==> config.mk <==
export PLATFORM = sky130hd
export DESIGN_NAME = rv_core_top
export DESIGN_NICKNAME = d
export VERILOG_FILES = /design/src/rv_pkg.sv /design/src/rv_decode.sv /design/src/rv_regfile.sv /design/src/rv_alu.sv /design/src/rv_branch_unit.sv /design/src/rv_writeback.sv /design/src/rv_pipe_ctrl.sv /design/src/rv_core_top.sv
export SDC_FILE = /design/constraint.sdc
export NUM_CORES = 2
export LEC_CHECK = 0
export BUFFER_PORTS_ARGS = -buffer_cell sky130_fd_sc_hd__buf_2
export CORE_MARGIN = 3
export CORE_UTILIZATION = 50
export CTS_BUF_LIST = sky130_fd_sc_hd__clkbuf_8
export DETAILED_ROUTE_END_ITERATION = 10
export GPL_TIMING_DRIVEN = 1
export PLACE_DENSITY = 0.71
export SLEW_MARGIN = 5
export SYNTH_ARGS = -nofsm -noshare
export SYNTH_HDL_FRONTEND = slang
export SYNTH_HIERARCHICAL = 1
export SYNTH_SLANG_ARGS = --single-unit
==> constraint.sdc <==
create_clock -name clk_i -period 18.8 [get_ports clk_i]
set_input_delay 0.94 -clock clk_i [delete_from_list [all_inputs] [get_ports clk_i]]
set_output_delay 0.94 -clock clk_i [all_outputs]
set_load 0.02 [all_outputs]
==> src/rv_pkg.sv <==
package rv_pkg;

  localparam int XLEN = 32;  // RV32I only

  typedef logic [XLEN-1:0] word_t;
  typedef logic [4:0]      reg_addr_t;

  // Major opcode, instruction bits 6..2
  typedef enum logic [4:0] {
    OP_AI    = 5'b00100,
    OP_AUIPC = 5'b00101,
    OP_A     = 5'b01100,
    OP_LUI   = 5'b01101,
    OP_B     = 5'b11000,
    OP_JALR  = 5'b11001,
    OP_JAL   = 5'b11011
  } opcode_e;

  // {funct7[5], funct3}
  typedef enum logic [3:0] {
    ALU_ADD  = 4'b0000,
    ALU_SLL  = 4'b0001,
    ALU_SLT  = 4'b0010,
    ALU_SLTU = 4'b0011,
    ALU_XOR  = 4'b0100,
    ALU_SRL  = 4'b0101,
    ALU_OR   = 4'b0110,
    ALU_AND  = 4'b0111,
    ALU_SUB  = 4'b1000,
    ALU_SRA  = 4'b1101
  } alu_op_e;

  typedef enum logic [2:0] {
    BR_EQ  = 3'b000,
    BR_NE  = 3'b001,
    BR_LT  = 3'b100,
    BR_GE  = 3'b101,
    BR_LTU = 3'b110,
    BR_GEU = 3'b111
  } br_cond_e;

endpackage

==> src/rv_decode.sv <==
`timescale 1ns/1ns

module rv_decode (
  input  logic              clk_i,
  input  logic              rst_n_i,
  input  logic              dec_load_i,
  input  rv_pkg::word_t     instr_i,
  input  rv_pkg::word_t     pc_i,
  output rv_pkg::word_t     dec_pc_o,
  output rv_pkg::reg_addr_t rs1_o,
  output rv_pkg::reg_addr_t rs2_o,
  output rv_pkg::reg_addr_t rd_o,
  output rv_pkg::word_t     imm_o,
  output logic              use_imm_o,
  output logic              op_a_zero_o,
  output logic              op_a_pc_o,
  output logic              rd_wen_o,
  output rv_pkg::alu_op_e   alu_op_o,
  output logic              branch_o,
  output rv_pkg::br_cond_e  br_cond_o,
  output logic              jal_o,
  output logic              jalr_o,
  output logic              illegal_o
);
  import rv_pkg::*;

  opcode_e    opcode;
  logic [2:0] funct3;
  word_t      imm_i_ext;
  word_t      imm_b_ext;
  word_t      imm_j_ext;
  word_t      imm_u;

  reg_addr_t  rs1_d, rs2_d, rd_d;
  word_t      imm_d;
  alu_op_e    alu_op_d;
  logic       use_imm_d, op_a_zero_d, op_a_pc_d, rd_wen_d;
  logic       branch_d, jal_d, jalr_d, illegal_d;

  assign opcode = opcode_e'(instr_i[6:2]);
  assign funct3 = instr_i[14:12];

  assign imm_i_ext = {{20{instr_i[31]}}, instr_i[31:20]};
  assign imm_b_ext = {{19{instr_i[31]}}, instr_i[31], instr_i[7], instr_i[30:25],
                      instr_i[11:8], 1'b0};
  assign imm_j_ext = {{11{instr_i[31]}}, instr_i[31], instr_i[19:12], instr_i[20],
                      instr_i[30:21], 1'b0};
  assign imm_u     = {instr_i[31:12], 12'b0};

  always_comb begin
    rs1_d       = '0;
    rs2_d       = '0;
    rd_d        = '0;
    imm_d       = '0;
    alu_op_d    = ALU_ADD;
    use_imm_d   = 1'b0;
    op_a_zero_d = 1'b0;
    op_a_pc_d   = 1'b0;
    branch_d    = 1'b0;
    jal_d       = 1'b0;
    jalr_d      = 1'b0;
    illegal_d   = 1'b0;
    if (instr_i[1:0] != 2'b11) begin
      illegal_d = 1'b1;  // Compressed encodings not supported
    end else begin
      case (opcode)
        OP_AI: begin
          rs1_d     = instr_i[19:15];
          rd_d      = instr_i[11:7];
          imm_d     = imm_i_ext;
          use_imm_d = 1'b1;
          // Only SRAI keeps the funct7 bit, it is immediate data otherwise
          alu_op_d  = alu_op_e'({instr_i[30] & (funct3 == 3'b101), funct3});
        end
        OP_A: begin
          rs1_d    = instr_i[19:15];
          rs2_d    = instr_i[24:20];
          rd_d     = instr_i[11:7];
          alu_op_d = alu_op_e'({instr_i[30] & (funct3 == 3'b000 || funct3 == 3'b101), funct3});
        end
        OP_LUI: begin
          rd_d        = instr_i[11:7];
          imm_d       = imm_u;
          use_imm_d   = 1'b1;
          op_a_zero_d = 1'b1;  // 0 + imm
        end
        OP_AUIPC: begin
          rd_d      = instr_i[11:7];
          imm_d     = imm_u;
          use_imm_d = 1'b1;
          op_a_pc_d = 1'b1;    // pc + imm
        end
        OP_B: begin
          if (funct3[2:1] == 2'b01) begin
            illegal_d = 1'b1;  // No branch on funct3 010/011
          end else begin
            rs1_d    = instr_i[19:15];
            rs2_d    = instr_i[24:20];
            imm_d    = imm_b_ext;
            branch_d = 1'b1;
          end
        end
        OP_JAL: begin
          rd_d  = instr_i[11:7];
          imm_d = imm_j_ext;
          jal_d = 1'b1;
        end
        OP_JALR: begin
          rs1_d  = instr_i[19:15];
          rd_d   = instr_i[11:7];
          imm_d  = imm_i_ext;
          jalr_d = 1'b1;
        end
        default: illegal_d = 1'b1;
      endcase
    end
    rd_wen_d = (rd_d != '0);  // rd stays zero for non-writing formats
  end

  // Stage flags
  always_ff @(posedge clk_i or negedge rst_n_i) begin
    if (!rst_n_i) begin
      use_imm_o   <= 1'b0;
      op_a_zero_o <= 1'b0;
      op_a_pc_o   <= 1'b0;
      rd_wen_o    <= 1'b0;
      branch_o    <= 1'b0;
      jal_o       <= 1'b0;
      jalr_o      <= 1'b0;
      illegal_o   <= 1'b0;
    end else if (dec_load_i) begin
      use_imm_o   <= use_imm_d;
      op_a_zero_o <= op_a_zero_d;
      op_a_pc_o   <= op_a_pc_d;
      rd_wen_o    <= rd_wen_d;
      branch_o    <= branch_d;
      jal_o       <= jal_d;
      jalr_o      <= jalr_d;
      illegal_o   <= illegal_d;
    end
  end

  always_ff @(posedge clk_i) begin
    if (dec_load_i) begin
      dec_pc_o  <= pc_i;
      rs1_o     <= rs1_d;
      rs2_o     <= rs2_d;
      rd_o      <= rd_d;
      imm_o     <= imm_d;
      alu_op_o  <= alu_op_d;
      br_cond_o <= br_cond_e'(funct3);
    end
  end

endmodule

==> src/rv_regfile.sv <==
`timescale 1ns/1ns

module rv_regfile (
  input  logic              clk_i,
  input  logic              rst_n_i,
  input  rv_pkg::reg_addr_t rs1_i,
  input  rv_pkg::reg_addr_t rs2_i,
  output rv_pkg::word_t     rs1_data_o,
  output rv_pkg::word_t     rs2_data_o,
  input  logic              we_i,
  input  rv_pkg::reg_addr_t wa_i,
  input  rv_pkg::word_t     wd_i
);
  import rv_pkg::*;

  word_t regs [1:31];  // x0 has no storage

  always_ff @(posedge clk_i or negedge rst_n_i) begin
    if (!rst_n_i) begin
      for (int i = 1; i < 32; i++) begin
        regs[i] <= '0;
      end
    end else if (we_i && wa_i != '0) begin
      regs[wa_i] <= wd_i;
    end
  end

  // Reads of x0 always return zero
  assign rs1_data_o = (rs1_i == '0) ? '0 : regs[rs1_i];
  assign rs2_data_o = (rs2_i == '0) ? '0 : regs[rs2_i];

endmodule

==> src/rv_alu.sv <==
`timescale 1ns/1ns

module rv_alu (
  input  rv_pkg::alu_op_e op_i,
  input  rv_pkg::word_t   a_i,
  input  rv_pkg::word_t   b_i,
  output rv_pkg::word_t   y_o
);
  import rv_pkg::*;

  logic [4:0] shamt;
  word_t      diff;

  assign shamt = b_i[4:0];
  assign diff  = a_i - b_i;

  always_comb begin
    case (op_i)
      ALU_ADD:  y_o = a_i + b_i;
      ALU_SUB:  y_o = diff;
      ALU_SLL:  y_o = a_i << shamt;
      ALU_SLT:  y_o = {31'b0, $signed(a_i) < $signed(b_i)};
      ALU_SLTU: y_o = {31'b0, a_i < b_i};
      ALU_XOR:  y_o = a_i ^ b_i;
      ALU_SRL:  y_o = a_i >> shamt;
      ALU_SRA:  y_o = word_t'($signed(a_i) >>> shamt);  // Arithmetic shift
      ALU_OR:   y_o = a_i | b_i;
      ALU_AND:  y_o = a_i & b_i;
      default:  y_o = a_i + b_i;
    endcase
  end

endmodule

==> src/rv_branch_unit.sv <==
`timescale 1ns/1ns

module rv_branch_unit (
  input  rv_pkg::word_t    pc_i,
  input  rv_pkg::word_t    rs1_data_i,
  input  rv_pkg::word_t    rs2_data_i,
  input  rv_pkg::word_t    imm_i,
  input  logic             branch_i,
  input  rv_pkg::br_cond_e br_cond_i,
  input  logic             jal_i,
  input  logic             jalr_i,
  output rv_pkg::word_t    next_pc_o,
  output rv_pkg::word_t    link_o
);
  import rv_pkg::*;

  logic  taken;
  word_t pc_plus4;
  word_t jalr_sum;

  assign pc_plus4 = pc_i + 32'd4;
  assign jalr_sum = rs1_data_i + imm_i;
  assign link_o   = pc_plus4;

  always_comb begin
    case (br_cond_i)
      BR_EQ:   taken = (rs1_data_i == rs2_data_i);
      BR_NE:   taken = (rs1_data_i != rs2_data_i);
      BR_LT:   taken = ($signed(rs1_data_i) < $signed(rs2_data_i));
      BR_GE:   taken = ($signed(rs1_data_i) >= $signed(rs2_data_i));
      BR_LTU:  taken = (rs1_data_i < rs2_data_i);
      BR_GEU:  taken = (rs1_data_i >= rs2_data_i);
      default: taken = 1'b0;
    endcase
  end

  always_comb begin
    if (jalr_i) begin
      next_pc_o = {jalr_sum[31:1], 1'b0};  // Bit 0 cleared
    end else if (jal_i || (branch_i && taken)) begin
      next_pc_o = pc_i + imm_i;
    end else begin
      next_pc_o = pc_plus4;
    end
  end

endmodule

==> src/rv_writeback.sv <==
`timescale 1ns/1ns

module rv_writeback (
  input  logic              clk_i,
  input  logic              rst_n_i,
  input  logic              wb_load_i,
  input  rv_pkg::word_t     pc_i,
  input  rv_pkg::reg_addr_t rd_i,
  input  logic              rd_wen_i,
  input  logic              illegal_i,
  input  logic              jump_i,
  input  rv_pkg::word_t     alu_y_i,
  input  rv_pkg::word_t     link_i,
  input  rv_pkg::word_t     next_pc_i,
  output logic              rf_we_o,
  output rv_pkg::reg_addr_t rf_wa_o,
  output rv_pkg::word_t     rf_wd_o,
  output rv_pkg::word_t     res_pc_o,
  output rv_pkg::reg_addr_t res_rd_o,
  output rv_pkg::word_t     res_wdata_o,
  output logic              res_wen_o,
  output rv_pkg::word_t     res_next_pc_o,
  output logic              res_redirect_o,
  output logic              res_illegal_o
);
  import rv_pkg::*;

  word_t wdata;
  logic  redirect;

  assign wdata    = jump_i ? link_i : alu_y_i;  // Jumps write the return address
  assign redirect = (next_pc_i != pc_i + 32'd4);

  // Register file is written on the same edge the result loads
  assign rf_we_o = wb_load_i & rd_wen_i;
  assign rf_wa_o = rd_i;
  assign rf_wd_o = wdata;

  always_ff @(posedge clk_i or negedge rst_n_i) begin
    if (!rst_n_i) begin
      res_wen_o      <= 1'b0;
      res_redirect_o <= 1'b0;
      res_illegal_o  <= 1'b0;
    end else if (wb_load_i) begin
      res_wen_o      <= rd_wen_i;
      res_redirect_o <= redirect;
      res_illegal_o  <= illegal_i;
    end
  end

  always_ff @(posedge clk_i) begin
    if (wb_load_i) begin  // Holds otherwise, covers back-pressure
      res_pc_o      <= pc_i;
      res_rd_o      <= rd_i;
      res_wdata_o   <= wdata;
      res_next_pc_o <= next_pc_i;
    end
  end

endmodule

==> src/rv_pipe_ctrl.sv <==
`timescale 1ns/1ns

module rv_pipe_ctrl #(
  parameter rv_pkg::word_t RESET_PC = '0
) (
  input  logic          clk_i,
  input  logic          rst_n_i,
  input  logic          instr_valid_i,
  output logic          instr_ready_o,
  input  logic          res_ready_i,
  output logic          res_valid_o,
  input  rv_pkg::word_t dec_pc_i,
  input  rv_pkg::word_t next_pc_i,
  output logic          dec_load_o,
  output logic          wb_load_o
);
  import rv_pkg::*;

  typedef enum logic {ST_RESET, ST_RUN} ctrl_state_e;

  ctrl_state_e state_q;
  logic        dec_valid_q;
  logic        wb_valid_q;
  word_t       expected_q;
  word_t       expected_pc;
  logic        wb_free;
  logic        dec_advance;

  // No result retired yet, so the first instruction must sit at RESET_PC
  assign expected_pc = (state_q == ST_RESET) ? RESET_PC : expected_q;

  assign wb_free       = !wb_valid_q || res_ready_i;
  assign dec_advance   = dec_valid_q && wb_free;  // Load or drop
  assign wb_load_o     = dec_advance && (dec_pc_i == expected_pc);
  assign instr_ready_o = !dec_valid_q || dec_advance;
  assign dec_load_o    = instr_valid_i && instr_ready_o;
  assign res_valid_o   = wb_valid_q;

  always_ff @(posedge clk_i or negedge rst_n_i) begin
    if (!rst_n_i) begin
      state_q     <= ST_RESET;
      dec_valid_q <= 1'b0;
      wb_valid_q  <= 1'b0;
    end else begin
      if (wb_load_o) begin
        state_q <= ST_RUN;
      end
      if (dec_load_o) begin
        dec_valid_q <= 1'b1;
      end else if (dec_advance) begin
        dec_valid_q <= 1'b0;
      end
      if (wb_load_o) begin
        wb_valid_q <= 1'b1;
      end else if (res_ready_i) begin
        wb_valid_q <= 1'b0;
      end
    end
  end

  always_ff @(posedge clk_i) begin
    if (wb_load_o) begin
      expected_q <= next_pc_i;  // Where the correct path continues
    end
  end

endmodule

==> src/rv_core_top.sv <==
`timescale 1ns/1ns

module rv_core_top #(
  parameter rv_pkg::word_t RESET_PC = '0
) (
  input  logic              clk_i,
  input  logic              rst_n_i,
  input  logic              instr_valid_i,
  output logic              instr_ready_o,
  input  rv_pkg::word_t     instr_i,
  input  rv_pkg::word_t     pc_i,
  output logic              res_valid_o,
  input  logic              res_ready_i,
  output rv_pkg::word_t     res_pc_o,
  output rv_pkg::reg_addr_t res_rd_o,
  output rv_pkg::word_t     res_wdata_o,
  output logic              res_wen_o,
  output rv_pkg::word_t     res_next_pc_o,
  output logic              res_redirect_o,
  output logic              res_illegal_o
);
  import rv_pkg::*;

  logic      dec_load, wb_load;
  word_t     dec_pc, imm, next_pc, link;
  reg_addr_t rs1, rs2, rd;
  logic      use_imm, op_a_zero, op_a_pc, rd_wen;
  logic      branch, jal, jalr, illegal;
  alu_op_e   alu_op;
  br_cond_e  br_cond;
  word_t     rs1_data, rs2_data;
  word_t     alu_a, alu_b, alu_y;
  logic      rf_we;
  reg_addr_t rf_wa;
  word_t     rf_wd;

  // ALU operand select
  assign alu_a = op_a_zero ? '0 : (op_a_pc ? dec_pc : rs1_data);
  assign alu_b = use_imm ? imm : rs2_data;

  rv_pipe_ctrl #(.RESET_PC(RESET_PC)) u_pipe_ctrl (
    .clk_i(clk_i), .rst_n_i(rst_n_i),
    .instr_valid_i(instr_valid_i), .instr_ready_o(instr_ready_o),
    .res_ready_i(res_ready_i), .res_valid_o(res_valid_o),
    .dec_pc_i(dec_pc), .next_pc_i(next_pc),
    .dec_load_o(dec_load), .wb_load_o(wb_load)
  );

  rv_decode u_decode (
    .clk_i(clk_i), .rst_n_i(rst_n_i), .dec_load_i(dec_load),
    .instr_i(instr_i), .pc_i(pc_i), .dec_pc_o(dec_pc),
    .rs1_o(rs1), .rs2_o(rs2), .rd_o(rd), .imm_o(imm),
    .use_imm_o(use_imm), .op_a_zero_o(op_a_zero), .op_a_pc_o(op_a_pc),
    .rd_wen_o(rd_wen), .alu_op_o(alu_op), .branch_o(branch),
    .br_cond_o(br_cond), .jal_o(jal), .jalr_o(jalr), .illegal_o(illegal)
  );

  rv_regfile u_regfile (
    .clk_i(clk_i), .rst_n_i(rst_n_i),
    .rs1_i(rs1), .rs2_i(rs2), .rs1_data_o(rs1_data), .rs2_data_o(rs2_data),
    .we_i(rf_we), .wa_i(rf_wa), .wd_i(rf_wd)
  );

  rv_alu u_alu (.op_i(alu_op), .a_i(alu_a), .b_i(alu_b), .y_o(alu_y));

  rv_branch_unit u_branch_unit (
    .pc_i(dec_pc), .rs1_data_i(rs1_data), .rs2_data_i(rs2_data), .imm_i(imm),
    .branch_i(branch), .br_cond_i(br_cond), .jal_i(jal), .jalr_i(jalr),
    .next_pc_o(next_pc), .link_o(link)
  );

  rv_writeback u_writeback (
    .clk_i(clk_i), .rst_n_i(rst_n_i), .wb_load_i(wb_load),
    .pc_i(dec_pc), .rd_i(rd), .rd_wen_i(rd_wen), .illegal_i(illegal),
    .jump_i(jal | jalr), .alu_y_i(alu_y), .link_i(link), .next_pc_i(next_pc),
    .rf_we_o(rf_we), .rf_wa_o(rf_wa), .rf_wd_o(rf_wd),
    .res_pc_o(res_pc_o), .res_rd_o(res_rd_o), .res_wdata_o(res_wdata_o),
    .res_wen_o(res_wen_o), .res_next_pc_o(res_next_pc_o),
    .res_redirect_o(res_redirect_o), .res_illegal_o(res_illegal_o)
  );

endmodule

==> results.txt <==
Max Root-Sink Buffers - 3
Sequential-to-total area share from yosys stat - 0.404
Final setup fails - 0
Peak supply drop - 0.0000731 V
First-pass GRT wire length - 412 mm
Period utilization - 0.484
Synth Area per Inst - 12.2 sq um
DRT Pass-1 Iters - 8
DP Cell Count - 8282
Critical path class - flop to flop
HPWL after DPL - 186 mm
Seq cells post-synth - 1225
Max-Cap Viols - 0
Die Wd - 402 microns
Area of the core - 0.155 sq mm
Net count after synthesis - 6704
Die Y - 402 microns
Post-CTS Setup Inserts - 0
Port Buffers - 173
Worst Hold Class - input port to flop
Worst Setup End Kind - flop
CTS tree - yes
Number of remaining DRC errors - 0
M1 WL - 113 mm
Initial Util - 0.506
Post-Synthesis Cells - 6440
Fin cells - 8665
Via density - 6.97
DR top layer - met5
Synthesized area - 0.0786 sq mm
Pint - 4.33 mW
Io pins - 174
Clock Sinks - 1225
Critical Path RT - 19.70 ns
Hold_buf cts - 1
FF+latch area - 0.0318 sq mm
Place WS - 9.96 ns
Actual slew at the worst max-slew pin - 1.38 ns
Die area - 0.162 sq mm
Grt ovf - 0
Switch share - 0.324
Final core occ - 0.549
Net switching power - 2.07 mW
Leak pwr - 38.0 nW
FFs w/ async S/R, synth - 0.821
Area of the multi-input gates - 0.0435 sq mm
Reg power frac - 0.430
Post-synth top area share - 0.320
Hold Crit Depth - 1
CP Data Arrival Time - 10.00 ns
Tot Pwr - 6.40 mW
Top cells by area, synth - dfrtp_1 32%, mux2_2 16%, mux4_2 12%
RSZ-0062 raised after global routing - false
Post-synth EDFFs - 219
Met3 WL post-DR - 33.4 mm
Status - complete, no violations
Setup ws final - 9.70 ns
Met2 WL - 122 mm
Drt total wl - 285 mm
R2R cell count - 23
PD cells - 75.2 mW/mm^2
Post_cts resized - 0
Startpoint types - flop
Initial DRC Count - 8240
Slew HR - 0.0790
Max Freq - 110 MHz
Final Critical Period - 9.10 ns
Fill cell count - 13000
Total CTS buffers - 202
Final nets - 6707
CP max FO - 82
Largest net degree at the start of global routing - 185
Comb power frac - 0.188
H-tree Lvls - 4
GRT Total Usage - 0.345
Netlist cell types - 121
Initial antenna violation count - 22
Syn-to-layout area delta - 8.34%
Final Max Slew Viols - 0
Worst Skew - 0.0849 ns
Placer Congestion - 1.06
Vias in the first global route - 59200
Final Hold Viols - 0
Commonest cells post-synth - 1093 x mux2_2, 1006 x dfrtp_1, 423 x mux4_2
Post-synth top flop - dfrtp_1
Clock latency on the worst-skew pair - 0.99 ns
Vias - 60400
Root Buffer Master - clkbuf_8
Synth warn - 6
Row count - 144
Power share of the clock group - 0.382
Setup TNS - 0 ns
DRT antenna net count - 0
Clock transition at path regs - 0.06 ns
Layout cell share with drive strength beyond 1 - 0.347
Drt wl/cell - 32.8 microns
Synth area leader - dfrtp_1
Most frequent cell after synthesis - mux2_2
-- power by group through the flow --
stage | sequential, mW | clock, mW | combinational (mW)
after floorplan | 2.79 | 0 | 0.729
after global placement | 2.80 | 0 | 1.16
after detailed placement | 2.80 | 0 | 1.16
after CTS | 2.75 | 2.48 | 1.17
after global routing | 2.75 | 2.60 | 1.26
final | 2.75 | 2.44 | 1.21
-- area by class of cell --
class / instances / area share
Antenna cell: 6 / 0.000176
Clock buffer: 251 / 0.0406
Clock inverter: 125 / 0.00950
Inverter: 190 / 0.00841
Multi-Input combinational cell: 4477 / 0.512
Sequential cell: 1225 / 0.373
Tap cell: 2044 / 0.0300
Timing Repair Buffer: 347 / 0.0267
-- flip-flops by register name, indices dropped and copies added, names as in the netlist, 3 cells and up --
register and flops:
u_decode/br_cond_o 3, u_decode/alu_op_o 4, u_decode/rd_o 5, u_decode/dec_pc_o 32, u_writeback/res_wdata_o 32, u_writeback/res_rd_o 5
u_decode/rs2_o 5, u_pipe_ctrl/expected_q 32, u_decode/imm_o 32, u_writeback/res_next_pc_o 32, u_regfile/regs 992, u_decode/rs1_o 5
u_writeback/res_pc_o 32
-- placed cells by master (no fill, tap or decap), types with 172 or more instances in the layout --
cell type	count
ha_1	192
buf_2	172
mux2_2	1093
mux4_2	423
a21oi_1	239
nand2_1	197
clkbuf_8	251
dfrtp_1	1003
inv_1	259
edfxtp_1	219
nor2_1	312
mux2i_1	352
-- final timing paths --
kind,startpoint,endpoint,slack (ns)
worst max-delay path,u_decode/rs1_o[1],u_regfile/regs[509],9.70
worst min-delay path,pc_i[21],u_decode/dec_pc_o[21],0.17
worst max register to register,u_decode/rs1_o[1],u_regfile/regs[509],9.70
worst min register to register,u_decode/dec_pc_o[12],u_writeback/res_pc_o[12],0.46
max in group asynchronous,rst_n_i,u_regfile/regs[300],14.80
min in group asynchronous,rst_n_i,u_regfile/regs[42],0.60
-- logic make-up after synthesis --
logic type | count (synthesis) | synth area share
simple gates | 1086 | 0.0702
flops | 1225 | 0.404
mux | 1919 | 0.332
xor+xnor | 135 | 0.0150
fa+ha+maj | 196 | 0.0316
compound gates | 1141 | 0.103
buf+inv | 738 | 0.0449
-- per-stage QoR --
step | hold WS (ns) | area (sq um)
global placement | 0.434 | 80800
global route | 0.111 | 85100
CTS | 0.0814 | 85100
detailed placement | 0.442 | 80800
finish | 0.165 | 85100
floorplan | 0.428 | 78600
-- metal layers --
layer  vias to the layer above  global-route usage
li1                      24700                   -
met1                     30900               0.471
met2                      3889               0.502
met3                       847               0.101
met4                        24               0.171
met5                         -                   0
-- worst max-delay path: stages (launching register included) --
cell,delay (ns)
edfxtp_1,0.32
buf_4,0.37
buf_4,0.51
buf_12,0.45
buf_4,0.74
mux4_2,0.34
mux2i_1,0.07
o22a_1,0.25
o211ai_1,0.50
mux2i_1,0.16
nor2_1,0.75
inv_1,0.11
ha_1,0.55
or3b_2,0.48
o211ai_1,0.12
a311oi_1,0.15
o211ai_1,0.54
nand3_1,0.25
a21oi_1,0.35
o311ai_0,0.17
a21o_1,0.21
a32oi_1,0.43
mux2_2,0.70
mux2_2,0.28
Power figures use the tool's default switching activity.
